$ cat src/rtl/flushCtlPkg.sv
////////////////////////////////////////////////////////////////////////////
// cache operation codes and flush FSM states
////////////////////////////////////////////////////////////////////////////

package flushCtlPkg;

  // request on the cache port, sampled every clock
  typedef enum logic [1:0] {
    opNone  = 2'd0,
    opRead  = 2'd1,
    opWrite = 2'd2
  } cacheOpE;

  // flush engine: idle, snapshot all lines, walk them, report done
  typedef enum logic [1:0] {
    fsIdle    = 2'd0,
    fsCapture = 2'd1,
    fsWalk    = 2'd2,
    fsDone    = 2'd3
  } flushStateE;

endpackage

$ cat src/rtl/cacheGeomPkg.sv
////////////////////////////////////////////////////////////////////////////
// default cache geometry and the derived address widths
////////////////////////////////////////////////////////////////////////////

package cacheGeomPkg;

  // index bits select the line, 3 gives 8 lines
  localparam int DefIndexBits = 3;

  // tag bits sit above the index in a word address
  localparam int DefTagBits = 3;

  // width of one data word, one word per line
  localparam int DefDataBits = 16;

  // full word address is tag followed by index
  localparam int DefAddrBits = DefTagBits + DefIndexBits;

  // number of lines in the direct-mapped array
  localparam int DefNumLines = 2 ** DefIndexBits;

  // number of words in the shadow memory image
  localparam int DefMemWords = 2 ** DefAddrBits;

endpackage
$ cat src/rtl/cacheLineIf.sv
////////////////////////////////////////////////////////////////////////////
// cacheLineIf: one stored line; lineImageIf: one captured line image
////////////////////////////////////////////////////////////////////////////

// live contents of one cache line, store side drives
interface cacheLineIf #(
  parameter int TagBits  = 3,
  parameter int DataBits = 16
);
  logic [TagBits-1:0]  tag;
  logic [DataBits-1:0] data;
  logic                valid;
  logic                dirty;

  modport store (output tag, data, valid, dirty);
  modport snap  (input  tag, data, valid, dirty);
endinterface

// frozen line with its full word address, walked by the flush FSM
interface lineImageIf #(
  parameter int IndexBits = 3,
  parameter int TagBits   = 3,
  parameter int DataBits  = 16
);
  logic [TagBits+IndexBits-1:0] adr;
  logic [DataBits-1:0]          data;
  logic                         valid;
  logic                         dirty;

  modport snap (output adr, data, valid, dirty);
  modport walk (input  adr, data, valid, dirty);
endinterface

$ cat src/rtl/shadowCacheTop.sv
////////////////////////////////////////////////////////////////////////////
// write-back cache with flush engine and shadow memory, top level
////////////////////////////////////////////////////////////////////////////

module shadowCacheTop #(
  parameter int IndexBits = cacheGeomPkg::DefIndexBits,
  parameter int TagBits   = cacheGeomPkg::DefTagBits,
  parameter int DataBits  = cacheGeomPkg::DefDataBits
) (
  input  logic                         clk,
  input  logic                         arstN,
  input  logic                         start,
  input  flushCtlPkg::cacheOpE         op,
  input  logic [TagBits+IndexBits-1:0] addr,
  input  logic [DataBits-1:0]          wdata,
  input  logic [TagBits+IndexBits-1:0] memAddr,
  output logic                         done,
  output logic                         busy,
  output logic                         readValid,
  output logic                         readHit,
  output logic [DataBits-1:0]          readData,
  output logic [DataBits-1:0]          memData
);

  localparam int NumLines = 2 ** IndexBits;
  localparam int AdrBits  = TagBits + IndexBits;

  logic                 capture;
  logic                 cleanEn;
  logic [IndexBits-1:0] cleanIndex;
  logic                 evictEn;
  logic [AdrBits-1:0]   evictAdr;
  logic [DataBits-1:0]  evictData;
  logic                 walkEn;
  logic [AdrBits-1:0]   walkAdr;
  logic [DataBits-1:0]  walkData;

  // one live line and one frozen image per index
  cacheLineIf #(.TagBits(TagBits), .DataBits(DataBits)) lineBus [NumLines] ();
  lineImageIf #(.IndexBits(IndexBits), .TagBits(TagBits), .DataBits(DataBits))
    imageBus [NumLines] ();

  cacheStore #(.IndexBits(IndexBits), .TagBits(TagBits), .DataBits(DataBits)) cacheStore_i (
    .clk, .arstN, .op, .addr, .wdata, .busy, .cleanEn, .cleanIndex,
    .readValid, .readHit, .readData, .evictEn, .evictAdr, .evictData,
    .lines(lineBus)
  );

  for (genvar g = 0; g < NumLines; g++) begin : gSnap
    lineSnapshot #(
      .Index(g), .IndexBits(IndexBits), .TagBits(TagBits), .DataBits(DataBits)
    ) lineSnapshot_i (
      .clk, .arstN, .capture, .line(lineBus[g]), .image(imageBus[g])
    );
  end

  flushSequencer #(.IndexBits(IndexBits), .TagBits(TagBits), .DataBits(DataBits))
    flushSequencer_i (
    .clk, .arstN, .start, .done, .busy, .capture, .cleanEn, .cleanIndex,
    .walkEn, .walkAdr, .walkData, .images(imageBus)
  );

  shadowMem #(.IndexBits(IndexBits), .TagBits(TagBits), .DataBits(DataBits)) shadowMem_i (
    .clk, .evictEn, .evictAdr, .evictData, .walkEn, .walkAdr, .walkData,
    .memAddr, .memData
  );

endmodule

$ cat src/rtl/shadowMem.sv
////////////////////////////////////////////////////////////////////////////
// shadow memory image, eviction and walk write ports, one read port
////////////////////////////////////////////////////////////////////////////

module shadowMem #(
  parameter int IndexBits = 3,
  parameter int TagBits   = 3,
  parameter int DataBits  = 16
) (
  input  logic                         clk,
  input  logic                         evictEn,
  input  logic [TagBits+IndexBits-1:0] evictAdr,
  input  logic [DataBits-1:0]          evictData,
  input  logic                         walkEn,
  input  logic [TagBits+IndexBits-1:0] walkAdr,
  input  logic [DataBits-1:0]          walkData,
  input  logic [TagBits+IndexBits-1:0] memAddr,
  output logic [DataBits-1:0]          memData
);

  localparam int Depth = 2 ** (TagBits + IndexBits);

  logic [DataBits-1:0] mem [Depth];

  // walk port wins, though both never fire together
  always_ff @(posedge clk) begin
    if (walkEn) begin
      mem[walkAdr] <= walkData;
    end else if (evictEn) begin
      mem[evictAdr] <= evictData;
    end
  end

  // inspection port, old word on a same-edge write
  always_ff @(posedge clk) begin
    memData <= mem[memAddr];
  end

  // evictions come from the cache, walks only while it is frozen
  noDualWrite: assert property (@(posedge clk) !(evictEn && walkEn));

endmodule

$ cat src/rtl/flushSequencer.sv
////////////////////////////////////////////////////////////////////////////
// flush FSM: snapshot all lines, write dirty ones to memory, clean them
////////////////////////////////////////////////////////////////////////////

module flushSequencer #(
  parameter int IndexBits = 3,
  parameter int TagBits   = 3,
  parameter int DataBits  = 16
) (
  input  logic                         clk,
  input  logic                         arstN,
  input  logic                         start,
  output logic                         done,
  output logic                         busy,
  output logic                         capture,
  output logic                         cleanEn,
  output logic [IndexBits-1:0]         cleanIndex,
  output logic                         walkEn,
  output logic [TagBits+IndexBits-1:0] walkAdr,
  output logic [DataBits-1:0]          walkData,
  lineImageIf.walk                     images [2**IndexBits]
);

  localparam int NumLines = 2 ** IndexBits;
  localparam int AdrBits  = TagBits + IndexBits;

  flushCtlPkg::flushStateE state;
  flushCtlPkg::flushStateE stateNext;

  logic [IndexBits-1:0] walkIdx;
  logic                 lastLine;

  // images gathered into plain arrays so the counter can select one
  logic [AdrBits-1:0]  imgAdr  [NumLines];
  logic [DataBits-1:0] imgData [NumLines];
  logic [NumLines-1:0] imgValid;
  logic [NumLines-1:0] imgDirty;

  for (genvar g = 0; g < NumLines; g++) begin : gImgIn
    assign imgAdr[g]   = images[g].adr;
    assign imgData[g]  = images[g].data;
    assign imgValid[g] = images[g].valid;
    assign imgDirty[g] = images[g].dirty;
  end

  assign lastLine = (walkIdx == IndexBits'(NumLines - 1));

  ////////////////////////////////////////////////////////////////////////////
  // state machine
  ////////////////////////////////////////////////////////////////////////////

  always_comb begin
    stateNext = state;
    case (state)
      // start is only honoured from idle
      flushCtlPkg::fsIdle:    if (start) stateNext = flushCtlPkg::fsCapture;
      flushCtlPkg::fsCapture: stateNext = flushCtlPkg::fsWalk;
      flushCtlPkg::fsWalk:    if (lastLine) stateNext = flushCtlPkg::fsDone;
      flushCtlPkg::fsDone:    stateNext = flushCtlPkg::fsIdle;
      default:                stateNext = flushCtlPkg::fsIdle;
    endcase
  end

  always_ff @(posedge clk or negedge arstN) begin
    if (!arstN) begin
      state   <= flushCtlPkg::fsIdle;
      walkIdx <= '0;
    end else begin
      state <= stateNext;
      // one line per walk cycle, restart at line 0 each flush
      if (state == flushCtlPkg::fsCapture) begin
        walkIdx <= '0;
      end else if (state == flushCtlPkg::fsWalk) begin
        walkIdx <= walkIdx + 1'b1;
      end
    end
  end

  assign busy    = (state != flushCtlPkg::fsIdle);
  assign capture = (state == flushCtlPkg::fsCapture);
  assign done    = (state == flushCtlPkg::fsDone);

  // only valid dirty lines reach memory, and the same line is cleaned
  assign walkEn     = (state == flushCtlPkg::fsWalk) && imgValid[walkIdx] && imgDirty[walkIdx];
  assign cleanEn    = walkEn;
  assign cleanIndex = walkIdx;
  assign walkAdr    = imgAdr[walkIdx];
  assign walkData   = imgData[walkIdx];

  // done comes right after the last line is walked, and the cache unfreezes after it
  doneThenIdle: assert property (@(posedge clk) disable iff (!arstN)
    done |-> $past(lastLine) ##1 !busy);

endmodule

$ cat src/rtl/lineSnapshot.sv
////////////////////////////////////////////////////////////////////////////
// captured copy of one cache line and its word address
////////////////////////////////////////////////////////////////////////////

module lineSnapshot #(
  parameter int Index     = 0,
  parameter int IndexBits = 3,
  parameter int TagBits   = 3,
  parameter int DataBits  = 16
) (
  input  logic     clk,
  input  logic     arstN,
  input  logic     capture,
  cacheLineIf.snap line,
  lineImageIf.snap image
);

  logic [TagBits-1:0]  capTag;
  logic [DataBits-1:0] capData;
  logic                capValid;
  logic                capDirty;

  // captured flags, clear until the first flush
  always_ff @(posedge clk or negedge arstN) begin
    if (!arstN) begin
      capValid <= 1'b0;
      capDirty <= 1'b0;
    end else if (capture) begin
      capValid <= line.valid;
      capDirty <= line.dirty;
    end
  end

  always_ff @(posedge clk) begin
    if (capture) begin
      capTag  <= line.tag;
      capData <= line.data;
    end
  end

  // word address, captured tag above this line's fixed index
  assign image.adr   = {capTag, IndexBits'(Index)};
  assign image.data  = capData;
  assign image.valid = capValid;
  assign image.dirty = capDirty;

endmodule

$ cat src/rtl/cacheStore.sv
////////////////////////////////////////////////////////////////////////////
// direct-mapped line arrays with read, write, eviction and clean ports
////////////////////////////////////////////////////////////////////////////

module cacheStore #(
  parameter int IndexBits = 3,
  parameter int TagBits   = 3,
  parameter int DataBits  = 16
) (
  input  logic                         clk,
  input  logic                         arstN,
  input  flushCtlPkg::cacheOpE         op,
  input  logic [TagBits+IndexBits-1:0] addr,
  input  logic [DataBits-1:0]          wdata,
  input  logic                         busy,
  input  logic                         cleanEn,
  input  logic [IndexBits-1:0]         cleanIndex,
  output logic                         readValid,
  output logic                         readHit,
  output logic [DataBits-1:0]          readData,
  output logic                         evictEn,
  output logic [TagBits+IndexBits-1:0] evictAdr,
  output logic [DataBits-1:0]          evictData,
  cacheLineIf.store                    lines [2**IndexBits]
);

  localparam int NumLines = 2 ** IndexBits;

  logic [TagBits-1:0]  tagArr  [NumLines];
  logic [DataBits-1:0] dataArr [NumLines];
  logic [NumLines-1:0] validArr;
  logic [NumLines-1:0] dirtyArr;

  logic [TagBits-1:0]   reqTag;
  logic [IndexBits-1:0] reqIndex;
  logic                 wrEn;
  logic                 rdEn;

  // tag is the upper slice, index the lower
  assign {reqTag, reqIndex} = addr;

  // the cache is frozen while a flush runs
  assign wrEn = (op == flushCtlPkg::opWrite) && !busy;
  assign rdEn = (op == flushCtlPkg::opRead) && !busy;

  // old dirty word of another tag goes to memory on the same edge as the write
  assign evictEn   = wrEn && validArr[reqIndex] && dirtyArr[reqIndex]
                     && (tagArr[reqIndex] != reqTag);
  assign evictAdr  = {tagArr[reqIndex], reqIndex};
  assign evictData = dataArr[reqIndex];

  ////////////////////////////////////////////////////////////////////////////
  // line state
  ////////////////////////////////////////////////////////////////////////////

  always_ff @(posedge clk or negedge arstN) begin
    if (!arstN) begin
      validArr <= '0;
      dirtyArr <= '0;
    end else begin
      // clean only happens during a flush, never together with a write
      if (cleanEn) begin
        dirtyArr[cleanIndex] <= 1'b0;
      end
      if (wrEn) begin
        validArr[reqIndex] <= 1'b1;
        dirtyArr[reqIndex] <= 1'b1;
      end
    end
  end

  always_ff @(posedge clk) begin
    if (wrEn) begin
      tagArr[reqIndex]  <= reqTag;
      dataArr[reqIndex] <= wdata;
    end
  end

  ////////////////////////////////////////////////////////////////////////////
  // registered read response
  ////////////////////////////////////////////////////////////////////////////

  always_ff @(posedge clk or negedge arstN) begin
    if (!arstN) begin
      readValid <= 1'b0;
      readHit   <= 1'b0;
    end else begin
      readValid <= rdEn;
      if (rdEn) begin
        readHit <= validArr[reqIndex] && (tagArr[reqIndex] == reqTag);
      end
    end
  end

  // word is returned even on a miss
  always_ff @(posedge clk) begin
    if (rdEn) begin
      readData <= dataArr[reqIndex];
    end
  end

  // expose every line to its snapshot
  for (genvar g = 0; g < NumLines; g++) begin : gLineOut
    assign lines[g].tag   = tagArr[g];
    assign lines[g].data  = dataArr[g];
    assign lines[g].valid = validArr[g];
    assign lines[g].dirty = dirtyArr[g];
  end

  // the flush FSM may only clean lines while it holds the cache frozen
  cleanOnlyBusy: assert property (@(posedge clk) disable iff (!arstN) cleanEn |-> busy);

endmodule

$ cat config.mk
export PLATFORM = sky130hd
export DESIGN_NAME = shadowCacheTop
export DESIGN_NICKNAME = d
export VERILOG_FILES = /design/src/rtl/flushCtlPkg.sv /design/src/rtl/cacheGeomPkg.sv /design/src/rtl/cacheLineIf.sv /design/src/rtl/shadowCacheTop.sv /design/src/rtl/shadowMem.sv /design/src/rtl/flushSequencer.sv /design/src/rtl/lineSnapshot.sv /design/src/rtl/cacheStore.sv
export SDC_FILE = /design/constraint.sdc
export NUM_CORES = 1
export LEC_CHECK = 0
export BUFFER_PORTS_ARGS = -buffer_cell sky130_fd_sc_hd__buf_2
export CORE_MARGIN = 4
export CORE_UTILIZATION = 50
export CTS_CLUSTER_DIAMETER = 120
export CTS_CLUSTER_SIZE = 10
export DETAILED_ROUTE_END_ITERATION = 10
export PLACE_DENSITY = 0.66
export SLEW_MARGIN = 40
export SYNTH_ARGS = -nofsm -noshare
export SYNTH_HDL_FRONTEND = slang
export SYNTH_SLANG_ARGS = --single-unit
$ cat constraint.sdc
create_clock -name clk -period 5.7 [get_ports clk]
set_input_delay 0.57 -clock clk [delete_from_list [all_inputs] [get_ports clk]]
set_output_delay 0.57 -clock clk [all_outputs]
set_load 0.005 [all_outputs]
After elaboration in Yosys (flattened, before gate mapping):

Memories as Yosys holds them, arrays and structs flattened. A register that Yosys moved wholly into a read port is not among the register bits.
Cells that the tools add are included.

* add/subtract/negate cells: 1
* magnitude comparators: 5
* eq/ne operators: 10
* muxes and demuxes: 35
* bitwise gates (word level): 5
* reductions and logical operators: 16

Operators by type and width (number)
* 16-bit binary-select mux with 3-bit select: 1
* 16-bit two-way mux: 3
* 6-bit binary-select mux with 3-bit select: 1
* 6-bit two-way mux: 3
* 8-bit two-way mux: 2
* 8-bit OR: 2
* 16-bit OR reduction: 1
* 1-bit two-way mux: 14
* 1-bit binary-select mux with 3-bit select: 4
* 1-bit logical AND: 10
* 8-bit AND: 1
* 3-bit by 4-bit less-than comparator with 1-bit output (second input constant): 2
* 8-bit inverter: 1
* 2-bit case mux with 4 select lines: 1
* 1-bit demux with 3-bit select: 2
* 2-bit == test (second input constant): 3
* 3-bit by 1-bit >= comparator with 1-bit output (second input constant): 2
* 3-bit two-way mux: 2
* 2-bit by 1-bit == test with 1-bit output (second input constant): 2
* 4-bit >= comparator (second input constant): 1
* 2-bit two-way mux: 2
* 3-bit inverter with 4-bit output: 1
* 2-bit nonzero test: 2
* 3-bit by 1-bit adder with 3-bit output (second input constant): 1
* other kinds (8): 8

* bits in registers: 55
* RAM bits: 1176
* input port bits: 33
* output and inout port bits: 36
* logic and storage cells: 98
* memories: 3

Memory list
* shadowMem_i.mem: words 64, bits a word 16, read ports 1, clocked after Yosys merged registers in 1, wr ports 1, line shadowMem.sv:23 `logic [DataBits-1:0] mem [Depth];`
* cacheStore_i.dataArr: words 8, bits a word 16, read ports 9, clocked after Yosys merged registers in 8, wr ports 1, line cacheStore.sv:30 `logic [DataBits-1:0] dataArr [NumLines];`
* cacheStore_i.tagArr: words 8, bits a word 3, read ports 9, clocked after Yosys merged registers in 8, wr ports 1, line cacheStore.sv:29 `logic [TagBits-1:0] tagArr [NumLines];`

Logic depth before layout (Yosys ltp):

* depth after elaboration: 11
* gate-level depth with buffers: 11
* depth with buffers taken out: 7

Hierarchy:

Synthesis repeated with hierarchy kept, for this count alone.

* cell total of the unflattened synthesis: 2718
* area, all modules: 54954.0 µm²

By module, submodules not included
* shadowMem: instances 1, cells each 1895, area each 40546.4 µm², seq. area each 31069.8 µm²
* cacheStore: instances 1, cells each 430, area each 7235.7 µm², seq. area each 5495.3 µm²
* lineSnapshot (gSnap[1].lineSnapshot_i ...): instances 6, cells each 28, area each 673.1 µm², seq. area each 620.6 µm²
* flushSequencer: instances 1, cells each 171, area each 1794.2 µm², seq. area each 125.1 µm²
* lineSnapshot (gSnap[0].lineSnapshot_i ...): instances 2, cells each 27, area each 669.4 µm², seq. area each 620.6 µm²

Worst setup path before layout:

Ideal clock, no wire load.

* kind: flip-flop to flip-flop
* start: register flushSequencer_i.state[1]
* end: register gSnap[0].lineSnapshot_i.capDirty
* library setup time: 0.125 ns
* arrival: 4.917 ns
* data required time: 5.575 ns
* path slack: 0.658 ns
* stages on the path, launching flop included: 5
* path buffers: 1
* period minus slack after synthesis: 5.042 ns
* cells stage by stage: dfrtp_1 -> inv_1 -> ha_1 -> clkbuf_1 -> mux2_2

* word-level cells in the longest chain between the ends: 1

RTL lines
* from (decl): line flushSequencer.sv:27 `flushCtlPkg::flushStateE state;`
* from (signal assigned): line flushSequencer.sv:66 `state <= flushCtlPkg::fsIdle;`
* from (signal assigned): line flushSequencer.sv:69 `state <= stateNext;`
* 2-bit by 1-bit == test with 1-bit output: line flushSequencer.sv:80 `assign capture = (state == flushCtlPkg::fsCapture);`
* to (signal assigned): line lineSnapshot.sv:30 `capDirty <= line.dirty;`
* to (decl): line lineSnapshot.sv:21 `logic capDirty;`

Every way passes these cells.
A chain may end at the register's enable or synchronous reset.

Final worst setup path:

* start: register flushSequencer_i.walkIdx[1] (netlist: flushSequencer_i.cleanIndex[1])
* end: memory shadowMem_i.mem[14][9] (data pin)

* word-level cells in the longest chain between the ends: 8
* elaborated cells on any way between the ends: 14
* classes of those cells: mux: 10; bitwise: 1; reduce/logical: 3

RTL lines
* from (decl): line flushSequencer.sv:30 `logic [IndexBits-1:0] walkIdx;`
* from (signal assigned): line flushSequencer.sv:74 `walkIdx <= walkIdx + 1'b1;`
* 1-bit binary-select mux with 3-bit select: line flushSequencer.sv:84 `assign walkEn = (state == flushCtlPkg::fsWalk) && imgValid[walkIdx] && imgDirty[walkIdx];`
* 1-bit two-way mux (not written as such): line flushSequencer.sv:84
* 1-bit logical AND (2 in a row): line flushSequencer.sv:84
* 1-bit two-way mux: line shadowMem.sv:27 `if (walkEn) begin`
* 1-bit two-way mux (not written as such): line shadowMem.sv:30 `mem[evictAdr] <= evictData;`
* 16-bit OR reduction (no source line)
* 16-bit two-way mux (no source line) (*)
* to (decl): line shadowMem.sv:23

Every way passes the cells marked *; elsewhere a longest branch is shown, timed or not. The select of a mux whose other input is x is not followed.

==> impl_results.md <==
* Fin Clk Skew at around 46 ps
* Global-route wire length before repair at between 150000 and 200000 um
* Outcome: completed
* # Max-Cap Violations at 0
* VDD IR max at roughly 0.00043 V
* Delay-heaviest family, CP: simple AND/OR/NAND/NOR gates
* RSZ-0062 raised after global routing: no
* CP cell instances: buf_4 > nor2b_1 > a22o_1 > a221oi_2 > nor2_1 > a311o_2 > mux2_2 > buf_4
* HPWL after DPL at around 85000 um
* Setup slack after placement at 946 ps
* Via density at about 6.5
* Final Hold Viols at 0
* Critical path class: reg -> reg
* DIE AREA at between 0.1 and 0.15 mm^2
* Crit start category: flop
* Post-Route WL at around 140000 um
* R2R setup slack at between 1000 and 1500 ps
* Initial antenna violation count at 4
* Fin crit share at 0.805
* Syn nets at 2471
* Area grow syn2layout at 15.8%
* WP depth at 8
* #FFs+latches synth at 1399
* Vias after detailed routing at around 27000
* Relative slew slack at 0.415
* Clock Sink Count at between 1000 and 1500
* Synth area leader: edfxtp_1
* Gr ovfl total at 0
* Setup crit end: shadowMem_i.mem[14][9]$_DFFE_PP_
* Router iterations before antenna repair at 6
* Syn Std Cell Area at 0.0538 mm^2
* Largest net degree at the start of global routing at roughly 170
* Final instance area at slightly above 0.06 mm^2
* DRT antenna net count at 0
* Actual slew at the worst max-slew pin at 878 ps
* Wire per inst at approximately 33 um
* R2R depth at 8
* Main synth FF type: edfxtp_1
* Htree depth at 4
* Final setup margin at 1110 ps
* CTS buffer count at between 150 and 200
* CTS tree: yes
* Final Total Pwr at between 20 and 30 mW
* Critical Path Max Stage Delay at 820 ps
* Clk Latency, worst-skew pair at around 800 ps
* EDFF count, synth at between 1000 and 1500
* Cell with the most instances after synthesis: edfxtp_1
* LEAKAGE at about 20 nW
* Power Dens Cells at 460 mW/mm^2
* Synth async-reset ratio at 0.0279
* Setup-failing EPs final at 0
* Root buf cell: clkbuf_16
* Fmax at 0.218 GHz
* DRT iter0 DRCs at approximately 3500
* Syn Inst Count at ~2400
* Syn. warnings at 0
* List of most frequent post-synthesis cells: 1344 x edfxtp_1, 326 x mux4_2, 72 x a22oi_1, 72 x clkbuf_1, 67 x mux2_2
* Launch point of the worst path: flushSequencer_i.cleanIndex[1]$_DFFE_PN0P_
* PortBufs at approximately 70
* Minimum clock period at around 4600 ps
* Placed cell count at around 3900
* Yosys cell types at 58
* HP Class: in -> reg
* Sequential fraction of the synthesis area at 0.775
* FF-to-FF Start: flushSequencer_i.cleanIndex[1]$_DFFE_PN0P_
* Vias in the first global route at 27100
* Die height at approximately 340 um
* Fraction of layout cells with a size suffix above 1 at 0.327
* Synthesized area per cell at between 20 and 25 um^2
* Slew Viols, Final at 0
* CP arrival at about 5100 ps
* Gr usage total at 0.247
* Nets at 2723
* Worst path required time at slightly above 6000 ps
* Largest cells by area after synthesis: edfxtp_1 75%, mux4_2 14%, dfrtp_1 1.8%
* Row count at between 100 and 150
* Boundary Pins at between 60 and 70
* Worst-path fanout max at 37
* Fin cells at around 4200
* Core Region at ~0.11 mm^2
* Synth top area share at 0.751
* Buf+Inv Stages, Crit Path at 2
* Worst setup EP type: flop
* Cell repeated most along the worst path: buf_4
* Placer Congestion at between 0.8 and 0.9
* Post-route DRC violation count at 0
* Clock slew at reported path FFs at 50 ps
* Starting Density at 0.503
* Setup TNS at 0 ps
* Area after DPL at about 0.057 mm^2
* Critical path's slowest cell: mux2_2
* CTS Buffer Depth at 3
* Die W at roughly 340 um
* Worst r2r dst: shadowMem_i.mem[14][9]$_DFFE_PP_
## worst reg2reg max path, stage by stage (launching register included)
cell,delay [ps]
dfrtp_2,540
buf_4,330
nor2b_1,600
a22o_1,280
a221oi_2,80
nor2_1,560
a311o_2,670
mux2_2,830
buf_4,440
## placed cells by master, fill, tap and decap left out, types with 7 or more instances in the layout
master / netlist / routed
o22ai_1: 9 / 9
mux2i_1: 27 / 27
buf_6: 4 / 25
buf_4: 1 / 117
nand3_1: 23 / 23
or2_2: 10 / 10
a221o_1: 7 / 7
buf_2: 15 / 63
buf_12: 0 / 12
nand2_1: 64 / 59
inv_1: 14 / 14
nand2b_1: 8 / 7
a21oi_1: 14 / 14
nand3b_1: 9 / 9
o32ai_4: 0 / 33
dfxtp_1: 16 / 16
clkbuf_1: 72 / 58
a22oi_1: 72 / 72
clkbuf_16: 0 / 157
mux2_2: 67 / 67
nor2b_1: 10 / 10
o32ai_2: 1 / 26
mux4_2: 326 / 326
o21ai_0: 16 / 15
a222oi_1: 11 / 11
a21o_1: 8 / 8
nor2_1: 33 / 25
edfxtp_1: 1344 / 1344
dfrtp_1: 39 / 37
a221oi_1: 30 / 30
## registers in the layout, indices dropped and copies added (netlist names)
register	flops
cacheStore_i.tagArr	24
cacheStore_i.readData	16
shadowMem_i.memData	16
flushSequencer_i.state	2
cacheStore_i.dirtyArr	8
cacheStore_i.dataArr	128
cacheStore_i.readValid	1
shadowMem_i.mem	1024
gSnap.lineSnapshot_i.capTag	24
gSnap.lineSnapshot_i.image.dirty	8
gSnap.lineSnapshot_i.image.valid	8
flushSequencer_i.cleanIndex	3
cacheStore_i.readHit	1
gSnap.lineSnapshot_i.image.data	128
cacheStore_i.validArr	8
## worst min path at each step
stage | start | endpoint | slack, ps | cells past startpoint
6_report | wdata[5] | cacheStore_i.dataArr[0][5]$_DFFE_PP_ | 80 | 1
5_1_grt | wdata[5] | cacheStore_i.dataArr[3][5]$_DFFE_PP_ | 60 | 1
4_1_cts | wdata[5] | cacheStore_i.dataArr[2][5]$_DFFE_PP_ | 30 | 1
3_5_place_dp | cacheStore_i.dataArr[5][11]$_DFFE_PP_ | gSnap[5].lineSnapshot_i.image.data[11]$_DFFE_PP_ | 430 | 0
3_3_place_gp | cacheStore_i.dataArr[5][6]$_DFFE_PP_ | gSnap[5].lineSnapshot_i.image.data[6]$_DFFE_PP_ | 430 | 0
2_1_floorplan | arstN | cacheStore_i.dirtyArr[0]$_DFF_PN0_ | 270 | 0
## routing by layer
| metal | vias up | share of wire | global-route usage |
|---|---|---|---|
| met5 | - | 0.000051 | 0 |
| met4 | 2 | 0.035 | 0.0865 |
| met3 | 257 | 0.091 | 0.0559 |
| met2 | 1515 | 0.48 | 0.382 |
| met1 | 14500 | 0.40 | 0.352 |
| li1 | 10900 | - | - |
## where the power goes
part	leakage [nW]	switching [mW]	internal, mW
Sequential	12.8	0.256	13.9
Combinational	4.73	4.17	1.42
Clock	2.12	3.85	5.05
Total	19.6	8.28	20.4
## metrics by stage
step | utilization | hold slack, ps
after floorplan | - | 274
after global placement | 0.536 | 431
after detailed placement | 0.538 | 430
after CTS | 0.579 | 28.0
after global routing | 0.582 | 59.0
final | 0.582 | 76.6
## final cells by class
class	count	area [um^2]
Tap cell	1403	1760
Antenna cell	1	2.50
Inverter	16	60.1
Timing Repair Buffer	230	1920
Clock inverter	14	267
Multi-Input combinational cell	879	12500
Fill cell	7561	44600
Sequential cell	1399	41700
Clock buffer	215	4150
## cells by family (layout without fill, tap and decap cells)
kind of cell             after synthesis  count (layout)  share of synthesized area
other                                  0               1                          0
AND/OR/NAND/NOR                      186             186                     0.0168
buffers and inverters                153             475                     0.0117
flip-flops                          1399            1399                      0.775
adder cells (fa/ha/maj)                7               7                    0.00163
AO/OA/AOI/OAI                        263             263                     0.0392
XOR/XNOR                               3               3                   0.000489
multiplexers                         420             420                      0.156
## repair_timing
item                                   4_1_cts  5_1_grt
hold buffers                                 1        0
resized for setup                            0        0
endpoints found under the hold margin       39        0
buffers inserted                             0        0
Note: power is estimated with default switching activity, not from simulation.
